===== src/design/capture_pkg.sv =====
package capture_pkg;

    // sample and word geometry
    localparam int SAMPLE_W         = 12;
    localparam int SAMPLES_PER_WORD = 3;
    localparam int WORD_W           = SAMPLE_W * SAMPLES_PER_WORD;

    localparam int SAMPLE_DEPTH = 16;   // sample FIFO entries
    localparam int WORD_DEPTH   = 8;    // word FIFO entries

    localparam int unsigned MAX_SAMPLES = 48;   // normal mode stop point

    localparam int SETTLE_CYCLES = 8;   // idle cycles after arm
    localparam int SETTLE_W      = $clog2(SETTLE_CYCLES);
    localparam logic [SETTLE_W-1:0] SETTLE_LAST = SETTLE_W'(SETTLE_CYCLES - 1);

    localparam int DS_W = 13;   // downsample field width

    typedef logic [SAMPLE_W-1:0] sample_t;
    typedef logic [WORD_W-1:0]   word_t;   // oldest sample in the top bits

    typedef struct packed {
        logic            stream_mode;   // run until overflow
        logic            low_res;       // 8 bits per sample on readout
        logic            low_res_lsb;   // bottom 8 bits instead of top 8
        logic [DS_W-1:0] downsample;    // skip this many ticks between samples
    } capture_cfg_t;

    typedef struct packed {
        logic        capture_stop;
        logic        fifo_overflow;
        logic [31:0] samples;
    } capture_status_t;

endpackage


===== src/design/sync_fifo.sv =====
`timescale 1ns/1ps

module sync_fifo #(
    parameter type payload_t = logic [7:0],
    parameter int  DEPTH     = 16           // power of two
) (
    input  logic     adc_sampleclk,
    input  logic     arm_fifo_rst_adc,
    input  logic     wr_i,
    input  payload_t din_i,
    input  logic     rd_i,
    output payload_t dout_o,
    output logic     full_o,
    output logic     empty_o
);

    payload_t                   mem [DEPTH];
    logic [$clog2(DEPTH)-1:0]   wr_ptr;
    logic [$clog2(DEPTH)-1:0]   rd_ptr;
    logic [$clog2(DEPTH):0]     count;
    logic                       do_wr;
    logic                       do_rd;

    assign full_o  = count[$clog2(DEPTH)];   // count == DEPTH
    assign empty_o = (count == '0);
    assign do_wr   = wr_i & ~full_o;    // drop on full
    assign do_rd   = rd_i & ~empty_o;   // ignore on empty

    // first word fall through
    assign dout_o = mem[rd_ptr];

    always_ff @(posedge adc_sampleclk) begin
        if (do_wr)
            mem[wr_ptr] <= din_i;
    end

    always_ff @(posedge adc_sampleclk) begin
        if (arm_fifo_rst_adc) begin
            wr_ptr <= '0;
            rd_ptr <= '0;
            count  <= '0;
        end else begin
            if (do_wr)
                wr_ptr <= wr_ptr + 1'b1;   // wraps at DEPTH
            if (do_rd)
                rd_ptr <= rd_ptr + 1'b1;
            case ({do_wr, do_rd})
                2'b10:   count <= count + 1'b1;
                2'b01:   count <= count - 1'b1;
                default: count <= count;
            endcase
        end
    end

endmodule


===== src/design/capture_fsm.sv =====
`timescale 1ns/1ps

module capture_fsm (
    input  logic                      adc_sampleclk,
    input  logic                      arm_fifo_rst_adc,
    input  capture_pkg::capture_cfg_t cfg_i,
    input  logic                      go_i,
    input  logic                      mask_i,
    input  logic                      settle_done_i,
    input  logic                      sample_tick_i,
    input  logic                      count_reached_i,
    input  logic                      sample_full_i,
    output logic                      capture_en_o,
    output logic                      sample_wr_o,
    output logic                      capture_stop_o,
    output logic                      fifo_overflow_o
);

    typedef enum logic [1:0] {
        SETTLE,
        ARMED,
        CAPTURE,
        STOPPED
    } state_t;

    state_t state_q;
    state_t state_d;
    logic   ovf_event;

    assign capture_en_o   = (state_q == CAPTURE);
    assign sample_wr_o    = sample_tick_i & mask_i & capture_en_o;
    assign capture_stop_o = (state_q == STOPPED);
    assign ovf_event      = sample_wr_o & sample_full_i;   // sample dropped

    always_comb begin
        state_d = state_q;
        case (state_q)
            SETTLE: begin
                if (settle_done_i)
                    state_d = ARMED;
            end
            ARMED: begin
                if (go_i)
                    state_d = CAPTURE;
            end
            CAPTURE: begin
                if (!go_i)
                    state_d = STOPPED;
                else if (cfg_i.stream_mode && ovf_event)
                    state_d = STOPPED;   // stream runs until it falls behind
                else if (!cfg_i.stream_mode && count_reached_i)
                    state_d = STOPPED;
            end
            default: state_d = STOPPED;   // hold until next arm
        endcase
    end

    always_ff @(posedge adc_sampleclk) begin
        if (arm_fifo_rst_adc) begin
            state_q         <= SETTLE;
            fifo_overflow_o <= 1'b0;
        end else begin
            state_q <= state_d;
            if (ovf_event)
                fifo_overflow_o <= 1'b1;   // sticky until re-armed
        end
    end

endmodule


===== src/design/capture_timer.sv =====
`timescale 1ns/1ps

module capture_timer (
    input  logic                         adc_sampleclk,
    input  logic                         arm_fifo_rst_adc,
    input  logic [capture_pkg::DS_W-1:0] downsample_i,
    input  logic                         go_i,
    input  logic                         capture_en_i,
    input  logic                         sample_wr_i,
    output logic                         settle_done_o,
    output logic                         sample_tick_o,
    output logic                         count_reached_o,
    output logic [31:0]                  samples_o
);

    logic [capture_pkg::SETTLE_W-1:0] settle_cnt;
    logic [capture_pkg::DS_W-1:0]     ds_cnt;
    logic                             ds_max;

    assign settle_done_o   = (settle_cnt == capture_pkg::SETTLE_LAST);
    assign ds_max          = (ds_cnt == downsample_i);
    assign sample_tick_o   = go_i & ds_max;
    // high on the write that makes the count reach the limit
    assign count_reached_o = sample_wr_i & (samples_o == capture_pkg::MAX_SAMPLES - 1);

    always_ff @(posedge adc_sampleclk) begin
        if (arm_fifo_rst_adc)
            settle_cnt <= '0;
        else if (!settle_done_o)
            settle_cnt <= settle_cnt + 1'b1;   // saturates at last settle cycle
    end

    // plain decimation counter, not a filter
    always_ff @(posedge adc_sampleclk) begin
        if (arm_fifo_rst_adc || !go_i || !capture_en_i || ds_max)
            ds_cnt <= '0;
        else
            ds_cnt <= ds_cnt + 1'b1;
    end

    always_ff @(posedge adc_sampleclk) begin
        if (arm_fifo_rst_adc)
            samples_o <= '0;
        else if (sample_wr_i)
            samples_o <= samples_o + 32'd1;
    end

endmodule


===== src/design/sample_packer.sv =====
`timescale 1ns/1ps

module sample_packer (
    input  logic                 adc_sampleclk,
    input  logic                 arm_fifo_rst_adc,
    input  capture_pkg::sample_t sample_i,
    input  logic                 sample_empty_i,
    input  logic                 word_full_i,
    output logic                 sample_rd_o,
    output capture_pkg::word_t   word_o,
    output logic                 word_wr_o
);

    capture_pkg::word_t word_q;
    logic [1:0]         phase;   // samples already in word_q, mod 3
    logic               last_pop;

    assign sample_rd_o = ~sample_empty_i & ~word_full_i;   // stall on full word FIFO
    assign last_pop    = sample_rd_o & (phase == 2'(capture_pkg::SAMPLES_PER_WORD - 1));
    assign word_o      = word_q;

    // newest sample shifts in at the bottom
    always_ff @(posedge adc_sampleclk) begin
        if (sample_rd_o)
            word_q <= {word_q[capture_pkg::WORD_W-capture_pkg::SAMPLE_W-1:0], sample_i};
    end

    always_ff @(posedge adc_sampleclk) begin
        if (arm_fifo_rst_adc) begin
            phase     <= '0;
            word_wr_o <= 1'b0;
        end else begin
            word_wr_o <= last_pop;   // word complete on the next cycle
            if (last_pop)
                phase <= '0;
            else if (sample_rd_o)
                phase <= phase + 2'd1;
        end
    end

endmodule


===== src/design/byte_unpacker.sv =====
`timescale 1ns/1ps

module byte_unpacker (
    input  logic                      adc_sampleclk,
    input  logic                      arm_fifo_rst_adc,
    input  capture_pkg::capture_cfg_t cfg_i,
    input  capture_pkg::word_t        word_i,
    input  logic                      word_empty_i,
    output logic                      word_rd_o,
    input  logic                      read_en_i,
    output logic [7:0]                read_data_o,
    output logic                      read_valid_o,
    output logic                      read_empty_o
);

    // up to 7 leftover bits plus one full word
    logic [capture_pkg::WORD_W+6:0]                 res_q;
    logic [capture_pkg::WORD_W+6:0]                 load_bits;
    logic [5:0]                                     fill_q;   // valid bits, right aligned
    logic [5:0]                                     load_len;
    logic [8*capture_pkg::SAMPLES_PER_WORD-1:0]     low_bits;
    logic                                           byte_rd;

    assign read_empty_o = (fill_q < 6'd8);
    assign word_rd_o    = read_empty_o & ~word_empty_i;   // refill below one byte
    assign byte_rd      = read_en_i & ~read_empty_o;

    // 8 bits kept from each sample, oldest sample ends up on top
    always_comb begin
        for (int k = 0; k < capture_pkg::SAMPLES_PER_WORD; k++) begin
            if (cfg_i.low_res_lsb)
                low_bits[8*k +: 8] = word_i[capture_pkg::SAMPLE_W*k +: 8];
            else
                low_bits[8*k +: 8] = word_i[capture_pkg::SAMPLE_W*k + capture_pkg::SAMPLE_W - 8 +: 8];
        end
    end

    always_comb begin
        load_bits = '0;
        if (cfg_i.low_res) begin
            load_bits[8*capture_pkg::SAMPLES_PER_WORD-1:0] = low_bits;
            load_len = 6'(8 * capture_pkg::SAMPLES_PER_WORD);
        end else begin
            load_bits[capture_pkg::WORD_W-1:0] = word_i;   // whole 36 bit word
            load_len = 6'(capture_pkg::WORD_W);
        end
    end

    // refill and read never coincide, fill is below 8 on refill
    always_ff @(posedge adc_sampleclk) begin
        if (word_rd_o)
            res_q <= (res_q << load_len) | load_bits;
        if (byte_rd)
            read_data_o <= 8'(res_q >> (fill_q - 6'd8));   // msb first
    end

    always_ff @(posedge adc_sampleclk) begin
        if (arm_fifo_rst_adc) begin
            fill_q       <= '0;
            read_valid_o <= 1'b0;
        end else begin
            read_valid_o <= byte_rd;
            if (word_rd_o)
                fill_q <= fill_q + load_len;
            else if (byte_rd)
                fill_q <= fill_q - 6'd8;
        end
    end

endmodule


===== src/design/adc_capture_top.sv =====
`timescale 1ns/1ps

module adc_capture_top (
    input  logic                         adc_sampleclk,
    input  logic                         arm_fifo_rst_adc,   // also the arm pulse
    input  capture_pkg::sample_t         adc_datain_i,
    input  logic                         adc_write_mask_i,
    input  logic                         adc_capture_go_i,
    input  capture_pkg::capture_cfg_t    cfg_i,
    input  logic                         fifo_read_en_i,
    output logic [7:0]                   fifo_read_data_o,
    output logic                         fifo_read_valid_o,
    output logic                         fifo_read_empty_o,
    output capture_pkg::capture_status_t status_o,
    output logic [31:0]                  max_samples_o
);

    logic                 settle_done;
    logic                 sample_tick;
    logic                 count_reached;
    logic                 capture_en;
    logic                 sample_wr;
    logic                 sample_rd;
    logic                 sample_full;
    logic                 sample_empty;
    capture_pkg::sample_t sample_dout;
    capture_pkg::word_t   word_din;
    capture_pkg::word_t   word_dout;
    logic                 word_wr;
    logic                 word_rd;
    logic                 word_full;
    logic                 word_empty;

    assign max_samples_o = capture_pkg::MAX_SAMPLES;

    capture_fsm u_fsm (
        .adc_sampleclk    (adc_sampleclk),
        .arm_fifo_rst_adc (arm_fifo_rst_adc),
        .cfg_i            (cfg_i),
        .go_i             (adc_capture_go_i),
        .mask_i           (adc_write_mask_i),
        .settle_done_i    (settle_done),
        .sample_tick_i    (sample_tick),
        .count_reached_i  (count_reached),
        .sample_full_i    (sample_full),
        .capture_en_o     (capture_en),
        .sample_wr_o      (sample_wr),
        .capture_stop_o   (status_o.capture_stop),
        .fifo_overflow_o  (status_o.fifo_overflow)
    );

    capture_timer u_timer (
        .adc_sampleclk    (adc_sampleclk),
        .arm_fifo_rst_adc (arm_fifo_rst_adc),
        .downsample_i     (cfg_i.downsample),
        .go_i             (adc_capture_go_i),
        .capture_en_i     (capture_en),
        .sample_wr_i      (sample_wr),
        .settle_done_o    (settle_done),
        .sample_tick_o    (sample_tick),
        .count_reached_o  (count_reached),
        .samples_o        (status_o.samples)
    );

    sync_fifo #(
        .payload_t (capture_pkg::sample_t),
        .DEPTH     (capture_pkg::SAMPLE_DEPTH)
    ) u_sample_fifo (
        .adc_sampleclk    (adc_sampleclk),
        .arm_fifo_rst_adc (arm_fifo_rst_adc),
        .wr_i             (sample_wr),
        .din_i            (adc_datain_i),
        .rd_i             (sample_rd),
        .dout_o           (sample_dout),
        .full_o           (sample_full),
        .empty_o          (sample_empty)
    );

    sample_packer u_packer (
        .adc_sampleclk    (adc_sampleclk),
        .arm_fifo_rst_adc (arm_fifo_rst_adc),
        .sample_i         (sample_dout),
        .sample_empty_i   (sample_empty),
        .word_full_i      (word_full),
        .sample_rd_o      (sample_rd),
        .word_o           (word_din),
        .word_wr_o        (word_wr)
    );

    sync_fifo #(
        .payload_t (capture_pkg::word_t),
        .DEPTH     (capture_pkg::WORD_DEPTH)
    ) u_word_fifo (
        .adc_sampleclk    (adc_sampleclk),
        .arm_fifo_rst_adc (arm_fifo_rst_adc),
        .wr_i             (word_wr),
        .din_i            (word_din),
        .rd_i             (word_rd),
        .dout_o           (word_dout),
        .full_o           (word_full),
        .empty_o          (word_empty)
    );

    byte_unpacker u_unpacker (
        .adc_sampleclk    (adc_sampleclk),
        .arm_fifo_rst_adc (arm_fifo_rst_adc),
        .cfg_i            (cfg_i),
        .word_i           (word_dout),
        .word_empty_i     (word_empty),
        .word_rd_o        (word_rd),
        .read_en_i        (fifo_read_en_i),
        .read_data_o      (fifo_read_data_o),
        .read_valid_o     (fifo_read_valid_o),
        .read_empty_o     (fifo_read_empty_o)
    );

endmodule


===== config.mk =====
export PLATFORM = sky130hd
export DESIGN_NAME = adc_capture_top
export DESIGN_NICKNAME = d
export VERILOG_FILES = /design/src/design/capture_pkg.sv /design/src/design/sync_fifo.sv /design/src/design/capture_fsm.sv /design/src/design/capture_timer.sv /design/src/design/sample_packer.sv /design/src/design/byte_unpacker.sv /design/src/design/adc_capture_top.sv
export SDC_FILE = /design/constraint.sdc
export NUM_CORES = 1
export LEC_CHECK = 0
export BUFFER_PORTS_ARGS = -buffer_cell sky130_fd_sc_hd__buf_2
export CAP_MARGIN = 20
export CORE_ASPECT_RATIO = 1.5
export CORE_MARGIN = 3
export CORE_UTILIZATION = 50
export CTS_BUF_LIST = sky130_fd_sc_hd__clkbuf_4 sky130_fd_sc_hd__clkbuf_8 sky130_fd_sc_hd__clkbuf_16
export CTS_CLUSTER_DIAMETER = 40
export DETAILED_ROUTE_END_ITERATION = 8
export PLACE_DENSITY = 0.68
export SLEW_MARGIN = 5
export SYNTH_ARGS = -nofsm -noshare
export SYNTH_HDL_FRONTEND = slang
export SYNTH_SLANG_ARGS = --single-unit

===== constraint.sdc =====
create_clock -name adc_sampleclk -period 8.29 [get_ports adc_sampleclk]
set_clock_uncertainty 0.1 [all_clocks]
set_input_delay 1.658 -clock adc_sampleclk [delete_from_list [all_inputs] [get_ports adc_sampleclk]]
set_output_delay 1.658 -clock adc_sampleclk [all_outputs]
set_load 0.02 [all_outputs]

==> run summary <==
status = completed
Hold Crit Depth = 2
share of cells above drive strength 1 = 27.2%
vias in the first global route = 14000
# port buffers = 76
Chip Height = 288 um
Cell Int Power = 0.00669 W
P_sw = 0.00239 W
switch share = 26.3%
sequential cell area = 18700 um2
Post-Route WL = 53600 um
Async SR Flop Fraction = 0%
postcts setup bufs = 0
DP HPWL = 32400 um
min cycle time layout = 4.26 ns
Hold Buf Count CTS = 0
core area = 52100 um2
io pins = 109
sequential power share = 49.1%
worst setup path class = in -> reg
drt initial violations = 966
wire length per cell = 23.1 um
#FFs+latches synth = 652
first-pass GRT wire length = 83400 um
Initial Util = 51.0%
Yosys cell types = 52
actual slew at the worst max-slew pin = 1.08 ns
Post-synth EDFFs = 567
number of H-tree levels = 3
TritonCTS sink count = 652
Hold Vio Cnt, Final = 0
worst-case reg-to-reg path depth = 12
Tcrit/Tclk final = 51.4%
CP Max Fanout = 26
CP endpoint kind = flop
R2R Setup Slk = 4.78 ns
initial antenna violation count = 0
crit path launch type = input port
growth of design area from synthesis to finish = 12.7%
worst skew pair latency = 0.59 ns
total number of vias = 13600
Inserted Clock Buffers = 67
via/cell ratio = 5.86
Layout Nets = 1652
Die ar. = 55900 um2
Worst VDD drop = 0.000179 V
Hold Startpoint = u_word_fifo.wr_ptr[0]
Mapped Cells = 1498
FP Rows = 102
Multi-input gate area = 7330 um2
Data arrival, critical path = 4.68 ns
Critical R2R Launch = u_fsm.state_q[1]
gr usage total = 19.4%
fin. max-slew vios = 0
clock share of power = 33.4%
RSZ-0062 raised after global routing = no
synthesized area = 26500 um2
Required @ worst endpoint = 8.70 ns
post_cts resized = 0
yosys warns = 0
Worst Hold Path EP = u_word_fifo.wr_ptr[0]
CTS tree = yes
Hold Path Class = reg -> reg
syn_area_per_cell = 17.7 um2
CTS root buf = clkbuf_16
DRT Pass-1 Iters = 5
fmax = 0.235 GHz
Antenna Cells = 0
Overflow after GRT = 0
Final Util = 57.4%
# setup viols final = 0
# fillers = 3910
leak pwr = 9.54 nW
Critical R2R Capture = u_sample_fifo.count[2]
main flop type after synthesis = edfxtp_1
setup TNS = 0 ns
max cap viols = 0
CTS Buffer Depth = 3
logic gate share of total power = 17.5%
drc violations = 0
register area share after synthesis = 70.6%
largest net degree at the start of global routing = 73
Antenna Nets Post-Route = 0
Slew headroom = 28.0%
Chip Width = 194 um
Cell Pwr Density = 304 nW/um2
Worst-path clk slew = 0.06 ns
routability cong. = 0.826
placed cells by master, fill, tap and decap left out, types with 29 or more instances in the layout:
| cell type | Yosys | layout |
|---|---|---|
| conb_1 | 2 | 32 |
| nand2_1 | 41 | 41 |
| o31ai_1 | 31 | 31 |
| buf_2 | 14 | 77 |
| dfxtp_1 | 85 | 80 |
| mux2_2 | 51 | 51 |
| nor2_1 | 94 | 92 |
| a21oi_1 | 58 | 58 |
| clkbuf_16 | 0 | 71 |
| buf_4 | 34 | 31 |
| edfxtp_1 | 567 | 567 |
| or4_1 | 29 | 29 |
| mux4_2 | 148 | 148 |
synth_stat cells (2+ instances only):
cell type  count  area [um2]
edfxtp_1     567       17000
mux4_2       148        3330
nor2_1        94         353
dfxtp_1       85        1700
a21oi_1       58         290
mux2_2        51         574
clkbuf_1      46         173
nand2_1       41         154
buf_4         34         255
o31ai_1       31         233
or4_1         29         218
inv_1         24        90.1
ha_1          23         288
xnor2_1       23         201
nand3_1       22         110
o21ai_0       20         100
xor2_1        20         175
mux2i_1       18         180
nor4_1        17         106
o22ai_1       16         100
nand4_1       15        93.8
buf_1         14        52.6
buf_2         14        70.1
a22o_1         9        78.8
nor3_1         9        45.0
and3_1         8        50.1
or3_1          6        37.5
a21o_1         5        37.5
and2_1         5        31.3
nand2b_1       5        31.3
nor2b_1        5        31.3
nor3b_1        5        37.5
and4_1         3        26.3
buf_6          3        33.8
nand3b_1       3        22.5
a211oi_1       2        15.0
a31oi_1        2        12.5
conb_1         2        7.51
fa_1           2        40.0
nand4b_1       2        17.5
flip-flops by register name, indices dropped and copies added, names as in the netlist, named ones only:
register	cells
u_fsm.fifo_overflow_o	1
u_sample_fifo.count	5
u_unpacker.read_data_o	8
u_sample_fifo.mem	192
u_timer.samples_o	32
u_unpacker.res_q	43
u_word_fifo.mem	288
u_unpacker.fill_q	4
u_word_fifo.rd_ptr	3
u_packer.word_o	36
u_packer.phase	2
u_packer.word_wr_o	1
u_word_fifo.wr_ptr	3
u_timer.ds_cnt	13
u_timer.settle_cnt	3
u_sample_fifo.wr_ptr	4
u_sample_fifo.rd_ptr	4
u_unpacker.read_valid_o	1
u_fsm.state_q	2
u_word_fifo.count	4
how the worst max path moves through the flow:
stage,from,to,depth (start not counted)
floorplan,cfg_i[6],u_sample_fifo.mem[12][0],6
global placement,adc_capture_go_i,u_sample_fifo.mem[5][7],7
detailed placement,adc_capture_go_i,u_sample_fifo.mem[5][7],7
CTS,u_unpacker.fill_q[3],fifo_read_empty_o,4
global route,adc_capture_go_i,u_sample_fifo.mem[7][3],7
finish,adc_capture_go_i,u_sample_fifo.count[2],13
cells by family (layout without fill, tap and decap cells):
kind of cell / Yosys count / after routing / synth area share (%)
DFF: 652 / 652 / 70.6
other: 2 / 32 / 0.0283
muxes: 217 / 217 / 15.4
AOI/OAI and AO/OA: 149 / 149 / 3.46
and+or+nand+nor: 273 / 273 / 5.30
xor gates and xnor gates: 43 / 43 / 1.42
buffers and inverters: 137 / 251 / 2.57
adders and majority gates: 25 / 25 / 1.24
critical path, cell delays in order:
cell and delay, ns:
buf_2 0.12, and4b_1 0.45, nand3_1 0.10, or4_1 0.43, buf_4 0.25, nand2b_1 0.21, ha_1 0.30, xor2_1 0.18
ha_1 0.24, a21oi_1 0.17, xor2_1 0.09, or3_1 0.31, a21oi_1 0.15
cell type report:
class	instances	share of cell area, %
well taps	676	2.83
clock buffers	89	6.39
flip-flops and latches	652	62.7
multi-input cells	739	24.5
clock inverters	28	1.11
repair buffers	109	2.16
inverters	25	0.314
power by group through the flow:
stage	clock [W]	sequential (W)	combinational [W]
2_1_floorplan	0	0.00442	0.00119
3_3_place_gp	0	0.00455	0.00151
3_5_place_dp	0	0.00458	0.00155
4_1_cts	0.00310	0.00451	0.00156
5_1_grt	0.00322	0.00452	0.00173
6_report	0.00303	0.00446	0.00159
per-stage QoR:
step	hold WS, ns	setup slack [ns]	area, um2	instances	total power (W)
finish	0.391	4.03	29900	2318	0.00908
global route	0.417	3.85	29900	2318	0.00947
CTS	0.393	4.01	29900	2316	0.00917
detailed placement	0.384	3.46	27600	2199	0.00613
global placement	0.371	3.55	27600	2198	0.00606
floorplan	0.338	3.75	26600	1528	0.00561
layer usage:
layer  share of wire (%)  global-route usage (%)  vias to the layer above
met5                   0                       0                        -
met1                  38                    23.1                     7011
met2                  55                    36.2                      354
met4                 2.8                    6.88                        0
li1                    -                       -                     6131
met3                 3.9                    2.50                       86
No activity file was read; power rests on OpenSTA's default activity.
